--- src/slv_bus_pkg.sv ---
`default_nettype none

package slv_bus_pkg;

  // --------------------
  // slave bus widths
  // --------------------

  // word address, bits 19:1 of the byte address
  localparam int SLV_ADR_W = 19;
  localparam int SLV_DAT_W = 16;
  localparam int SLV_BAR_N = 7;
  // one select per byte lane
  localparam int SLV_SEL_W = SLV_DAT_W / 8;

  // one slave bus access
  typedef struct packed {
    logic [SLV_BAR_N-1:0] bar;
    logic                 ce;
    logic                 we;
    logic [SLV_ADR_W:1]   adr;
    logic [SLV_DAT_W-1:0] dat;
    logic [SLV_SEL_W-1:0] sel;
  } slv_req_t;

endpackage

`default_nettype wire

--- src/ethpipe_reg_pkg.sv ---
`default_nettype none

package ethpipe_reg_pkg;
  import slv_bus_pkg::*;

  // --------------------
  // register map
  // --------------------

  // value is the word offset inside BAR0 page 0
  typedef enum logic [7:0] {
    REG_GCNT0        = 8'h02,
    REG_GCNT1        = 8'h03,
    REG_GCNT2        = 8'h04,
    REG_GCNT3        = 8'h05,
    REG_DMA_STATUS   = 8'h08,
    REG_DMA_LEN_LO   = 8'h0a,
    REG_DMA_LEN_HI   = 8'h0b,
    REG_DMA1_ADDR_LO = 8'h10,
    REG_DMA1_ADDR_HI = 8'h11,
    REG_DMA2_ADDR_LO = 8'h14,
    REG_DMA2_ADDR_HI = 8'h15,
    REG_TX_WR_PTR    = 8'h18,
    REG_TX_RD_PTR    = 8'h1a,
    REG_LTIME_W0     = 8'h80,
    REG_LTIME_W1     = 8'h81,
    REG_LTIME_W2     = 8'h82,
    REG_NONE         = 8'hff
  } reg_id_e;

  typedef enum logic [1:0] {
    OP_IDLE,
    OP_READ,
    OP_WRITE
  } bus_op_e;

  // index space of slots and local times
  localparam int IDX_W      = 3;
  localparam int SLOT_IDX_N = 2;
  localparam int TIME_IDX_N = 8;
  localparam int LT_WORDS   = 3;
  localparam int GCNT_WORDS = 4;
  // write pointers first, then read pointers
  localparam int PTR_RD_N   = 2 * SLOT_IDX_N;

  // dma read word order
  localparam int DMA_RD_N   = 7;
  localparam int DRD_STATUS = 0;
  localparam int DRD_LEN_LO = 1;
  localparam int DRD_LEN_HI = 2;
  localparam int DRD_A1_LO  = 3;
  localparam int DRD_A1_HI  = 4;

  localparam int DMA_LEN_W    = 20;
  localparam int DMA_ADDR_W   = 30;
  localparam int TX_PTR_W     = 14;
  localparam int LOCAL_TIME_W = 48;
  localparam int GCNT_W       = 64;
  localparam int INTR_BIT     = 3;
  localparam int CAPTURE_LAG  = 3;

  // lengths and addresses count 32-bit words
  localparam logic [DMA_LEN_W-1:0]  DMA_LEN_RST   = DMA_LEN_W'(32'h0001_0000 >> 2);
  localparam logic [DMA_ADDR_W-1:0] DMA1_ADDR_RST = DMA_ADDR_W'(32'h1000_0000 >> 2);
  localparam logic [DMA_ADDR_W-1:0] DMA2_ADDR_RST = DMA_ADDR_W'(32'h1010_0000 >> 2);

  // register write strobe, valid when op is OP_WRITE
  typedef struct packed {
    bus_op_e              op;
    reg_id_e              id;
    logic [IDX_W-1:0]     idx;
    logic [SLV_SEL_W-1:0] sel;
    logic [SLV_DAT_W-1:0] dat;
  } reg_wr_t;

endpackage

`default_nettype wire

--- src/dma_regs.sv ---
`default_nettype none

module dma_regs
  import slv_bus_pkg::*, ethpipe_reg_pkg::*;
(
  input  wire                                  clk_125,
  input  wire                                  sys_rst,
  input  wire reg_wr_t                         reg_wr_i,
  input  wire                                  rx_intr_i,
  output wire [DMA_RD_N-1:0][SLV_DAT_W-1:0]    dma_rd_o,
  output logic [1:0]                           dma_load_o,
  output logic [DMA_LEN_W-1:0]                 dma_length_o,
  output logic [1:0][DMA_ADDR_W-1:0]           dma_addr_start_o,
  output logic                                 sys_intr_o
);

  logic [7:0] status;
  logic       wr;
  logic [1:0] load_nxt;

  // start address byte lanes, hi picks the upper word
  function automatic logic [DMA_ADDR_W-1:0] addr_upd(input logic [DMA_ADDR_W-1:0] a,
                                                     input logic hi, input reg_wr_t w);
    logic [DMA_ADDR_W-1:0] r;
    r = a;
    if (!hi) begin
      if (w.sel[1]) r[5:0] = w.dat[15:10];
      if (w.sel[0]) r[13:6] = w.dat[7:0];
    end else begin
      if (w.sel[1]) r[21:14] = w.dat[15:8];
      if (w.sel[0]) r[29:22] = w.dat[7:0];
    end
    return r;
  endfunction

  assign wr = reg_wr_i.op == OP_WRITE;

  // length feeds both channels
  always_comb begin
    load_nxt = 2'b00;
    if (wr) begin
      case (reg_wr_i.id)
        REG_DMA_LEN_LO, REG_DMA_LEN_HI:     load_nxt = 2'b11;
        REG_DMA1_ADDR_LO, REG_DMA1_ADDR_HI: load_nxt = 2'b01;
        REG_DMA2_ADDR_LO, REG_DMA2_ADDR_HI: load_nxt = 2'b10;
        default:                            load_nxt = 2'b00;
      endcase
    end
  end

  always_ff @(posedge clk_125) begin
    if (sys_rst) begin
      status              <= '0;
      dma_length_o        <= DMA_LEN_RST;
      dma_addr_start_o[0] <= DMA1_ADDR_RST;
      dma_addr_start_o[1] <= DMA2_ADDR_RST;
      dma_load_o          <= 2'b00;
    end else begin
      dma_load_o <= load_nxt;
      if (rx_intr_i) status[INTR_BIT] <= 1'b1;
      // host write wins over a new interrupt
      if (wr) begin
        case (reg_wr_i.id)
          REG_DMA_STATUS: begin
            if (reg_wr_i.sel[1]) status <= reg_wr_i.dat[15:8];
          end
          REG_DMA_LEN_LO: begin
            if (reg_wr_i.sel[1]) dma_length_o[5:0] <= reg_wr_i.dat[15:10];
            if (reg_wr_i.sel[0]) dma_length_o[13:6] <= reg_wr_i.dat[7:0];
          end
          REG_DMA_LEN_HI: begin
            if (reg_wr_i.sel[1]) dma_length_o[19:14] <= reg_wr_i.dat[13:8];
          end
          REG_DMA1_ADDR_LO: dma_addr_start_o[0] <= addr_upd(dma_addr_start_o[0], 1'b0, reg_wr_i);
          REG_DMA1_ADDR_HI: dma_addr_start_o[0] <= addr_upd(dma_addr_start_o[0], 1'b1, reg_wr_i);
          REG_DMA2_ADDR_LO: dma_addr_start_o[1] <= addr_upd(dma_addr_start_o[1], 1'b0, reg_wr_i);
          REG_DMA2_ADDR_HI: dma_addr_start_o[1] <= addr_upd(dma_addr_start_o[1], 1'b1, reg_wr_i);
          default: ;
        endcase
      end
    end
  end

  assign sys_intr_o = status[INTR_BIT];

  // --------------------
  // read words
  // --------------------
  assign dma_rd_o[DRD_STATUS] = {status, 8'h00};
  assign dma_rd_o[DRD_LEN_LO] = {dma_length_o[5:0], 2'b00, dma_length_o[13:6]};
  assign dma_rd_o[DRD_LEN_HI] = {2'b00, dma_length_o[19:14], 8'h00};

  for (genvar ch = 0; ch < 2; ch++) begin : g_addr
    assign dma_rd_o[DRD_A1_LO + 2*ch] = {dma_addr_start_o[ch][5:0], 2'b00,
                                         dma_addr_start_o[ch][13:6]};
    assign dma_rd_o[DRD_A1_HI + 2*ch] = {dma_addr_start_o[ch][21:14],
                                         dma_addr_start_o[ch][29:22]};
  end

  // back to back pulses need back to back writes
  assert property (@(posedge clk_125) disable iff (sys_rst)
    (|dma_load_o) ##1 (|dma_load_o) |->
      $past(reg_wr_i.op == OP_WRITE, 1) && $past(reg_wr_i.op == OP_WRITE, 2));

endmodule

`default_nettype wire

--- src/ethpipe_regs.sv ---
`default_nettype none

module ethpipe_regs
  import slv_bus_pkg::*, ethpipe_reg_pkg::*;
#(
  parameter int NUM_TX_SLOTS    = 2,
  parameter int NUM_LOCAL_TIMES = 7
) (
  input  wire                                   clk_125,
  input  wire                                   sys_rst,
  // BAR0 slave bus
  input  wire slv_req_t                         slv_req_i,
  output logic [SLV_DAT_W-1:0]                  slv_dat_o,
  input  wire                                   rx_intr_i,
  input  wire [NUM_LOCAL_TIMES-1:0]             time_req_i,
  input  wire [NUM_TX_SLOTS-1:0][TX_PTR_W-1:0]  tx_rd_ptr_i,
  output logic                                  sys_intr_o,
  output logic [1:0]                            dma_load_o,
  output logic [DMA_LEN_W-1:0]                  dma_length_o,
  output logic [1:0][DMA_ADDR_W-1:0]            dma_addr_start_o,
  output logic [NUM_TX_SLOTS-1:0][TX_PTR_W-1:0] tx_wr_ptr_o
);

  reg_wr_t                                         reg_wr;
  bus_op_e                                         bus_op;
  wire [GCNT_WORDS-1:0][SLV_DAT_W-1:0]             gcnt_rd;
  wire [DMA_RD_N-1:0][SLV_DAT_W-1:0]               dma_rd;
  wire [PTR_RD_N-1:0][SLV_DAT_W-1:0]               ptr_rd;
  wire [TIME_IDX_N-1:0][LT_WORDS-1:0][SLV_DAT_W-1:0] time_rd;

  slv_reg_decode u_decode (
    .clk_125   (clk_125),
    .sys_rst   (sys_rst),
    .slv_req_i (slv_req_i),
    .gcnt_rd_i (gcnt_rd),
    .dma_rd_i  (dma_rd),
    .ptr_rd_i  (ptr_rd),
    .time_rd_i (time_rd),
    .reg_wr_o  (reg_wr),
    .slv_dat_o (slv_dat_o),
    .bus_op_o  (bus_op)
  );

  time_capture #(
    .NUM_LOCAL_TIMES (NUM_LOCAL_TIMES)
  ) u_time (
    .clk_125    (clk_125),
    .sys_rst    (sys_rst),
    .time_req_i (time_req_i),
    .bus_op_i   (bus_op),
    .reg_wr_i   (reg_wr),
    .gcnt_rd_o  (gcnt_rd),
    .time_rd_o  (time_rd)
  );

  dma_regs u_dma (
    .clk_125          (clk_125),
    .sys_rst          (sys_rst),
    .reg_wr_i         (reg_wr),
    .rx_intr_i        (rx_intr_i),
    .dma_rd_o         (dma_rd),
    .dma_load_o       (dma_load_o),
    .dma_length_o     (dma_length_o),
    .dma_addr_start_o (dma_addr_start_o),
    .sys_intr_o       (sys_intr_o)
  );

  slot_ptr_regs #(
    .NUM_TX_SLOTS (NUM_TX_SLOTS)
  ) u_slot (
    .clk_125     (clk_125),
    .sys_rst     (sys_rst),
    .reg_wr_i    (reg_wr),
    .tx_rd_ptr_i (tx_rd_ptr_i),
    .tx_wr_ptr_o (tx_wr_ptr_o),
    .ptr_rd_o    (ptr_rd)
  );

endmodule

`default_nettype wire

--- src/slot_ptr_regs.sv ---
`default_nettype none

module slot_ptr_regs
  import slv_bus_pkg::*, ethpipe_reg_pkg::*;
#(
  parameter int NUM_TX_SLOTS = 2
) (
  input  wire                                   clk_125,
  input  wire                                   sys_rst,
  input  wire reg_wr_t                          reg_wr_i,
  input  wire [NUM_TX_SLOTS-1:0][TX_PTR_W-1:0]  tx_rd_ptr_i,
  output logic [NUM_TX_SLOTS-1:0][TX_PTR_W-1:0] tx_wr_ptr_o,
  output wire [PTR_RD_N-1:0][SLV_DAT_W-1:0]     ptr_rd_o
);

  logic wr_ptr;

  // low byte in lane 1, bits 13:8 in data 5:0
  function automatic logic [SLV_DAT_W-1:0] fmt(input logic [TX_PTR_W-1:0] p);
    return {p[7:0], 2'b00, p[13:8]};
  endfunction

  assign wr_ptr = (reg_wr_i.op == OP_WRITE) && (reg_wr_i.id == REG_TX_WR_PTR);

  always_ff @(posedge clk_125) begin
    if (sys_rst) begin
      tx_wr_ptr_o <= '0;
    end else begin
      for (int s = 0; s < NUM_TX_SLOTS; s++) begin
        if (wr_ptr && reg_wr_i.idx == IDX_W'(s)) begin
          if (reg_wr_i.sel[1]) tx_wr_ptr_o[s][7:0] <= reg_wr_i.dat[15:8];
          if (reg_wr_i.sel[0]) tx_wr_ptr_o[s][13:8] <= reg_wr_i.dat[5:0];
        end
      end
    end
  end

  // slots beyond the configured count read as zero
  for (genvar s = 0; s < SLOT_IDX_N; s++) begin : g_slot
    if (s < NUM_TX_SLOTS) begin : g_used
      assign ptr_rd_o[s]              = fmt(tx_wr_ptr_o[s]);
      assign ptr_rd_o[SLOT_IDX_N + s] = fmt(tx_rd_ptr_i[s]);
    end else begin : g_unused
      assign ptr_rd_o[s]              = '0;
      assign ptr_rd_o[SLOT_IDX_N + s] = '0;
    end
  end

endmodule

`default_nettype wire

--- src/slv_reg_decode.sv ---
`default_nettype none

module slv_reg_decode
  import slv_bus_pkg::*, ethpipe_reg_pkg::*;
(
  input  wire                                             clk_125,
  input  wire                                             sys_rst,
  input  wire slv_req_t                                   slv_req_i,
  input  wire [GCNT_WORDS-1:0][SLV_DAT_W-1:0]             gcnt_rd_i,
  input  wire [DMA_RD_N-1:0][SLV_DAT_W-1:0]               dma_rd_i,
  input  wire [PTR_RD_N-1:0][SLV_DAT_W-1:0]               ptr_rd_i,
  input  wire [TIME_IDX_N-1:0][LT_WORDS-1:0][SLV_DAT_W-1:0] time_rd_i,
  output reg_wr_t                                         reg_wr_o,
  output logic [SLV_DAT_W-1:0]                            slv_dat_o,
  output bus_op_e                                         bus_op_o
);

  logic                 acc;
  logic [7:0]           off;
  reg_id_e              id;
  logic [IDX_W-1:0]     idx;
  logic [SLV_DAT_W-1:0] rd_word;

  // BAR0 hit with chip enable
  assign acc = slv_req_i.ce & slv_req_i.bar[0];
  assign off = slv_req_i.adr[8:1];

  always_comb begin
    if (!acc) begin
      bus_op_o = OP_IDLE;
    end else if (slv_req_i.we) begin
      bus_op_o = OP_WRITE;
    end else begin
      bus_op_o = OP_READ;
    end
  end

  // --------------------
  // address decode
  // --------------------
  always_comb begin
    id  = REG_NONE;
    idx = '0;
    // only page 0 is mapped
    if (slv_req_i.adr[11:9] == 3'd0) begin
      casez (off)
        8'h02, 8'h03, 8'h04, 8'h05, 8'h08, 8'h0a, 8'h0b,
        8'h10, 8'h11, 8'h14, 8'h15: begin
          id = reg_id_e'(off);
        end
        8'b0001_100?: begin
          id  = REG_TX_WR_PTR;
          idx = IDX_W'(off[0]);
        end
        8'b0001_101?: begin
          id  = REG_TX_RD_PTR;
          idx = IDX_W'(off[0]);
        end
        // local time n at 0x80 + 4n, three words each
        8'b100?_????: begin
          if (off[1:0] != 2'd3) begin
            id  = reg_id_e'({6'b10_0000, off[1:0]});
            idx = off[4:2];
          end
        end
        default: begin
          id = REG_NONE;
        end
      endcase
    end
  end

  always_comb begin
    reg_wr_o.op  = (bus_op_o == OP_WRITE && id != REG_NONE) ? OP_WRITE : OP_IDLE;
    reg_wr_o.id  = id;
    reg_wr_o.idx = idx;
    reg_wr_o.sel = slv_req_i.sel;
    reg_wr_o.dat = slv_req_i.dat;
  end

  // --------------------
  // read data
  // --------------------
  always_comb begin
    case (id)
      REG_GCNT0:        rd_word = gcnt_rd_i[0];
      REG_GCNT1:        rd_word = gcnt_rd_i[1];
      REG_GCNT2:        rd_word = gcnt_rd_i[2];
      REG_GCNT3:        rd_word = gcnt_rd_i[3];
      REG_DMA_STATUS:   rd_word = dma_rd_i[DRD_STATUS];
      REG_DMA_LEN_LO:   rd_word = dma_rd_i[DRD_LEN_LO];
      REG_DMA_LEN_HI:   rd_word = dma_rd_i[DRD_LEN_HI];
      REG_DMA1_ADDR_LO: rd_word = dma_rd_i[DRD_A1_LO];
      REG_DMA1_ADDR_HI: rd_word = dma_rd_i[DRD_A1_HI];
      REG_DMA2_ADDR_LO: rd_word = dma_rd_i[DRD_A1_LO + 2];
      REG_DMA2_ADDR_HI: rd_word = dma_rd_i[DRD_A1_HI + 2];
      REG_TX_WR_PTR:    rd_word = ptr_rd_i[{1'b0, idx[0]}];
      REG_TX_RD_PTR:    rd_word = ptr_rd_i[{1'b1, idx[0]}];
      REG_LTIME_W0:     rd_word = time_rd_i[idx][0];
      REG_LTIME_W1:     rd_word = time_rd_i[idx][1];
      REG_LTIME_W2:     rd_word = time_rd_i[idx][2];
      default:          rd_word = '0;
    endcase
  end

  // held until the next read
  always_ff @(posedge clk_125) begin
    if (sys_rst) begin
      slv_dat_o <= '0;
    end else if (bus_op_o == OP_READ) begin
      slv_dat_o <= rd_word;
    end
  end

  // every write strobe names a register of the map
  assert property (@(posedge clk_125) disable iff (sys_rst)
    reg_wr_o.op == OP_WRITE |-> reg_wr_o.id inside {
      REG_GCNT0, REG_GCNT1, REG_GCNT2, REG_GCNT3, REG_DMA_STATUS,
      REG_DMA_LEN_LO, REG_DMA_LEN_HI, REG_DMA1_ADDR_LO, REG_DMA1_ADDR_HI,
      REG_DMA2_ADDR_LO, REG_DMA2_ADDR_HI, REG_TX_WR_PTR, REG_TX_RD_PTR,
      REG_LTIME_W0, REG_LTIME_W1, REG_LTIME_W2});

endmodule

`default_nettype wire

--- src/time_capture.sv ---
`default_nettype none

module time_capture
  import slv_bus_pkg::*, ethpipe_reg_pkg::*;
#(
  parameter int NUM_LOCAL_TIMES = 7
) (
  input  wire                                              clk_125,
  input  wire                                              sys_rst,
  input  wire [NUM_LOCAL_TIMES-1:0]                        time_req_i,
  input  wire bus_op_e                                     bus_op_i,
  input  wire reg_wr_t                                     reg_wr_i,
  output logic [GCNT_WORDS-1:0][SLV_DAT_W-1:0]             gcnt_rd_o,
  output wire [TIME_IDX_N-1:0][LT_WORDS-1:0][SLV_DAT_W-1:0] time_rd_o
);

  logic [GCNT_W-1:0]          gcnt;
  logic [NUM_LOCAL_TIMES-1:0] pending;
  logic [NUM_LOCAL_TIMES-1:0] grant;
  logic                       ack;
  logic                       fire;
  logic                       wr_time;
  logic [1:0]                 wr_k;
  logic [LOCAL_TIME_W-1:0]    ltime [NUM_LOCAL_TIMES];

  // host sees the lower byte in lane 1
  function automatic logic [SLV_DAT_W-1:0] swap16(input logic [SLV_DAT_W-1:0] w);
    return {w[7:0], w[15:8]};
  endfunction

  // lowest pending index wins
  assign grant = pending & (~pending + 1'b1);
  // capture only while the bus is idle
  assign fire  = (bus_op_i == OP_IDLE) && (pending != '0);

  assign wr_time = (reg_wr_i.op == OP_WRITE) &&
                   (reg_wr_i.id inside {REG_LTIME_W0, REG_LTIME_W1, REG_LTIME_W2});
  // word k sits in the low id bits
  assign wr_k    = reg_wr_i.id[1:0];

  always_ff @(posedge clk_125) begin
    if (sys_rst) begin
      gcnt    <= '0;
      pending <= '0;
      ack     <= 1'b0;
      for (int n = 0; n < NUM_LOCAL_TIMES; n++) begin
        ltime[n] <= '0;
      end
    end else begin
      gcnt <= gcnt + 1'b1;
      ack  <= fire;
      // a new request replaces older pending bits
      if (time_req_i != '0) begin
        pending <= time_req_i;
      end else if (fire) begin
        pending <= pending & ~grant;
      end
      for (int n = 0; n < NUM_LOCAL_TIMES; n++) begin
        if (fire && grant[n]) begin
          ltime[n] <= gcnt[LOCAL_TIME_W-1:0] - LOCAL_TIME_W'(CAPTURE_LAG);
        end else if (wr_time && reg_wr_i.idx == IDX_W'(n)) begin
          if (reg_wr_i.sel[1]) ltime[n][16*wr_k +: 8] <= reg_wr_i.dat[15:8];
          if (reg_wr_i.sel[0]) ltime[n][16*wr_k+8 +: 8] <= reg_wr_i.dat[7:0];
        end
      end
    end
  end

  // --------------------
  // read words
  // --------------------
  always_comb begin
    for (int w = 0; w < GCNT_WORDS; w++) begin
      gcnt_rd_o[w] = swap16(gcnt[16*w +: 16]);
    end
  end

  for (genvar n = 0; n < TIME_IDX_N; n++) begin : g_time
    for (genvar k = 0; k < LT_WORDS; k++) begin : g_word
      if (n < NUM_LOCAL_TIMES) begin : g_used
        assign time_rd_o[n][k] = swap16(ltime[n][16*k +: 16]);
      end else begin : g_unused
        assign time_rd_o[n][k] = '0;
      end
    end
  end

  // a served request stops pending unless a new one came in
  assert property (@(posedge clk_125) disable iff (sys_rst)
    ack && ($past(time_req_i) == '0) |-> (pending & $past(grant)) == '0);

endmodule

`default_nettype wire
--- config.mk ---
export PLATFORM = sky130hd
export DESIGN_NAME = ethpipe_regs
export DESIGN_NICKNAME = d
export VERILOG_FILES = /design/src/slv_bus_pkg.sv /design/src/ethpipe_reg_pkg.sv /design/src/dma_regs.sv /design/src/ethpipe_regs.sv /design/src/slot_ptr_regs.sv /design/src/slv_reg_decode.sv /design/src/time_capture.sv
export SDC_FILE = /design/constraint.sdc
export NUM_CORES = 1
export LEC_CHECK = 0
export ABC_AREA = 1
export BUFFER_PORTS_ARGS = -buffer_cell sky130_fd_sc_hd__buf_2
export CAP_MARGIN = 20
export CORE_MARGIN = 4
export CORE_UTILIZATION = 45
export CTS_BUF_LIST = sky130_fd_sc_hd__clkbuf_16
export DETAILED_ROUTE_END_ITERATION = 8
export HOLD_SLACK_MARGIN = 0.05
export PLACE_DENSITY_LB_ADDON = 0.15
export SLEW_MARGIN = 25
export SYNTH_ARGS = -nofsm -noshare
export SYNTH_HDL_FRONTEND = slang
export SYNTH_SLANG_ARGS = --single-unit
--- constraint.sdc ---
create_clock -name clk_125 -period 4.6 [get_ports clk_125]
set_input_delay 0.92 -clock clk_125 [delete_from_list [all_inputs] [get_ports clk_125]]
set_output_delay 0.92 -clock clk_125 [all_outputs]
set_load 0.02 [all_outputs]
==> flow_metrics.env <==
export IMPL_status="complete, no violations"
export IMPL_cts_resized=0
export IMPL_synth_compound_area_frac=0.1211
export IMPL_clkSlewWorstSetupHoldPaths_ps=60
export IMPL_pre_cts_slack_ps=46.46
export IMPL_htreeDepth=2
export IMPL_grt_antenna_before_repair=0
export IMPL_drc=0
export IMPL_r2r_slack_ps=870
export IMPL_wl_um=124200
export IMPL_yosys_cell_types_count=51
export IMPL_timing_rr_end="u_time.ltime[0][138]"
export IMPL_core_region_area_sq_mm=0.06991
export IMPL_drive_gt1_frac=0.1209
export IMPL_die_height_um=273.5
export IMPL_grt_usage=0.3216
export IMPL_min_path_type="register to register"
export IMPL_drt_first_pass_iters=7
export IMPL_yosys_most_used_dff="edfxtp_1"
export IMPL_hold_viol=0
export IMPL_grt_pass1_wl_um=181400
export IMPL_worstSkewPairLatency_ps=650
export IMPL_p_per_area_mw_per_mm2=314.1
export IMPL_via_per_inst=5.721
export IMPL_clockBufferDepth=3
export IMPL_synth_async_reset_ratio=0
export IMPL_worst_slack_ps=535.3
export IMPL_power_leakage_nw=15.76
export IMPL_dp_hpwl_um=91090
export IMPL_critPathMaxFanout=25
export IMPL_final_cells=5383
export IMPL_clock_skew_ps=35.83
export IMPL_vias=30800
export IMPL_max_freq_mhz=246.0
export IMPL_ir_drop_v=0.0002887
export IMPL_fillers=7025
export IMPL_cp_data_required_time_ps=5170
export IMPL_rows=97
export IMPL_drt_wirelength_per_cell_um=23.07
export IMPL_syn_instance_count=4302
export IMPL_synth_nets=4393
export IMPL_maxSlewHeadroom=0.3546
export IMPL_synth_edf_count=336
export IMPL_avgSynthCellArea_sq_um=7.374
export IMPL_ys_seq_area_frac=0.4474
export IMPL_cts_buffers=60
export IMPL_synth_warnings=0
export IMPL_synthXorXnorAreaFrac=0.01187
export IMPL_io_pin_count=211
export IMPL_r2r_start="u_time.gcnt[0]"
export IMPL_synthSimpleGateAreaFrac=0.3084
export IMPL_setup_viol=0
export IMPL_port_buffer_count=196
export IMPL_drv_cap=0
export IMPL_cp_endpoint="u_dma.dma_addr_start_o[28]"
export IMPL_grt_pass1_vias=28010
export IMPL_fin_setup_tns_ps=0
export IMPL_cts_root_buf="clkbuf_16"
export IMPL_initial_core_util=0.4538
export IMPL_critPathLaunch="slv_req_i[21]"
export IMPL_die_x_um=273.5
export IMPL_clock_sinks=541
export IMPL_final_common_cell="nand2_1"
export IMPL_startpoint_type="primary input"
export IMPL_fin_crit_sh=0.8836
export IMPL_ant_nets=0
export IMPL_slew_viol_final=0
export IMPL_grt_max_degree=83
export IMPL_multi_input_area_sq_mm=0.01414
export IMPL_routabilityCongestion=1.003
export IMPL_critPathCaptureType="register"
export IMPL_r2r_cells=14
export IMPL_period_minus_slack_ps=4065
export IMPL_dp_cells=5273
export IMPL_area_growth_pct=11.26
export IMPL_crit_type="primary input to register"
export IMPL_syn_area_sq_mm=0.03172
export IMPL_final_cell_mix="nand2_1, inv_1, nor2_1, edfxtp_1, o21ai_0"
export IMPL_finalNetCount=4486
export IMPL_cts_tree="yes"
export IMPL_cts_setup_buffers=0
export IMPL_dieArea_sq_mm=0.07481
export IMPL_grt_ovfl_total=0
export IMPL_worst_ep_arrival_time_ps=4640
export IMPL_synthAdderAreaFrac=0.002761
export IMPL_hold_buffers=0
export IMPL_synth_top_family_by_area="simple AND/OR/NAND/NOR gates"
export IMPL_worstMarginPinSlew_ps=968.1
export IMPL_drtIter0Drc=4007
export IMPL_rsz0062_at_grt="false"
export IMPL_yosys_register_bits=541
export IMPL_seqCellArea_sq_mm=0.01419
export IMPL_n_antenna_cell=0
export IMPL_synth_mux_area_frac=0
==> synthesized netlist by cell type (37+ instances only) <==
cell / instances / area [sq um]
inv_1: 485 / 1821
edfxtp_1: 336 / 10090
o21ai_0: 281 / 1406
nand2_1: 1151 / 4320
nand3b_1: 85 / 638.1
clkbuf_1: 152 / 570.6
a21oi_1: 175 / 875.8
nand3_1: 257 / 1286
nor2_1: 410 / 1539
buf_4: 86 / 645.6
o22ai_1: 190 / 1189
nand4_1: 91 / 569.3
dfxtp_1: 205 / 4104
nor3_1: 82 / 410.4
xor2_1: 38 / 332.8
buf_2: 37 / 185.2
==> where the power goes <==
part           switching (W)  internal (W)  total [W]
clock                0.00205       0.00261    0.00466
sequential         0.0000507       0.00538    0.00543
combinational       0.000739      0.000256   0.000995
total                0.00284       0.00824     0.0111
==> flip-flops by register name, summed over array words and instances, names as in the netlist <==
register / flops
u_time.pending: 7
u_dma.status: 8
u_dma.dma_addr_start_o: 60
u_dma.dma_load_o: 2
u_time.ltime: 336
u_dma.dma_length_o: 20
u_time.gcnt: 64
u_decode.slv_dat_o: 16
u_slot.ptr_rd_o: 28
==> worst min path at each step <==
| stage | start | depth (start not counted) | slack [ps] | end |
|---|---|---|---|---|
| after floorplan | u_dma.dma_addr_start_o[10] | 2 | 440 | u_dma.dma_addr_start_o[10] |
| after global placement | u_slot.ptr_rd_o[30] | 2 | 450 | u_slot.ptr_rd_o[30] |
| after detailed placement | u_decode.slv_dat_o[7] | 2 | 450 | u_decode.slv_dat_o[7] |
| after CTS | u_decode.slv_dat_o[7] | 2 | 460 | u_decode.slv_dat_o[7] |
| after global routing | u_slot.ptr_rd_o[13] | 2 | 470 | u_slot.ptr_rd_o[13] |
| final | u_decode.slv_dat_o[7] | 2 | 460 | u_decode.slv_dat_o[7] |
==> final cells by class <==
type                       count  area share
clock inverter                49    0.009359
tap                          940     0.03332
clock buffer                  61     0.04325
inverter                     517     0.05520
sequential                   541      0.4021
timing repair buffer         326     0.05615
multi-input combinational   2949      0.4006
==> critical path, cell delays in order <==
cell and delay (ps):
buf_2 150, inv_2 110, nor2_1 70, nand2_2 130
inv_2 60, o21ai_1 410, inv_2 180, nor2_2 150
buf_4 170, ha_1 170, buf_4 410, nand3_1 240
nor2_2 490, nand3_1 450, inv_2 240, o21ai_0 100
a21oi_1 160
==> kinds of logic (layout without fill, tap and decap cells) <==
kind of cell	Yosys count	after routing
buf+inv	812	953
flops	541	541
simple gates	2196	2196
xor+xnor	43	43
fa+ha+maj	7	7
compound gates	703	703
==> per-stage QoR <==
stage | utilization | hold slack [ps] | power, W | instance area [sq um]
after floorplan | - | 439.3 | 0.006100 | 31720
after global placement | 0.4781 | 450.9 | 0.006492 | 33420
after detailed placement | 0.4781 | 453.0 | 0.006502 | 33420
after CTS | 0.5047 | 462.6 | 0.01112 | 35280
after global routing | 0.5049 | 471.0 | 0.01143 | 35300
final | 0.5049 | 462.0 | 0.01109 | 35300
==> metal layers <==
| metal | GRT usage | wire length (um) |
|---|---|---|
| met1 | 0.4405 | 49980 |
| met2 | 0.5048 | 55820 |
| met3 | 0.04637 | 11700 |
| met4 | 0.1500 | 6663 |
| met5 | 0 | 0 |
Note: power is estimated with default switching activity, not from simulation.
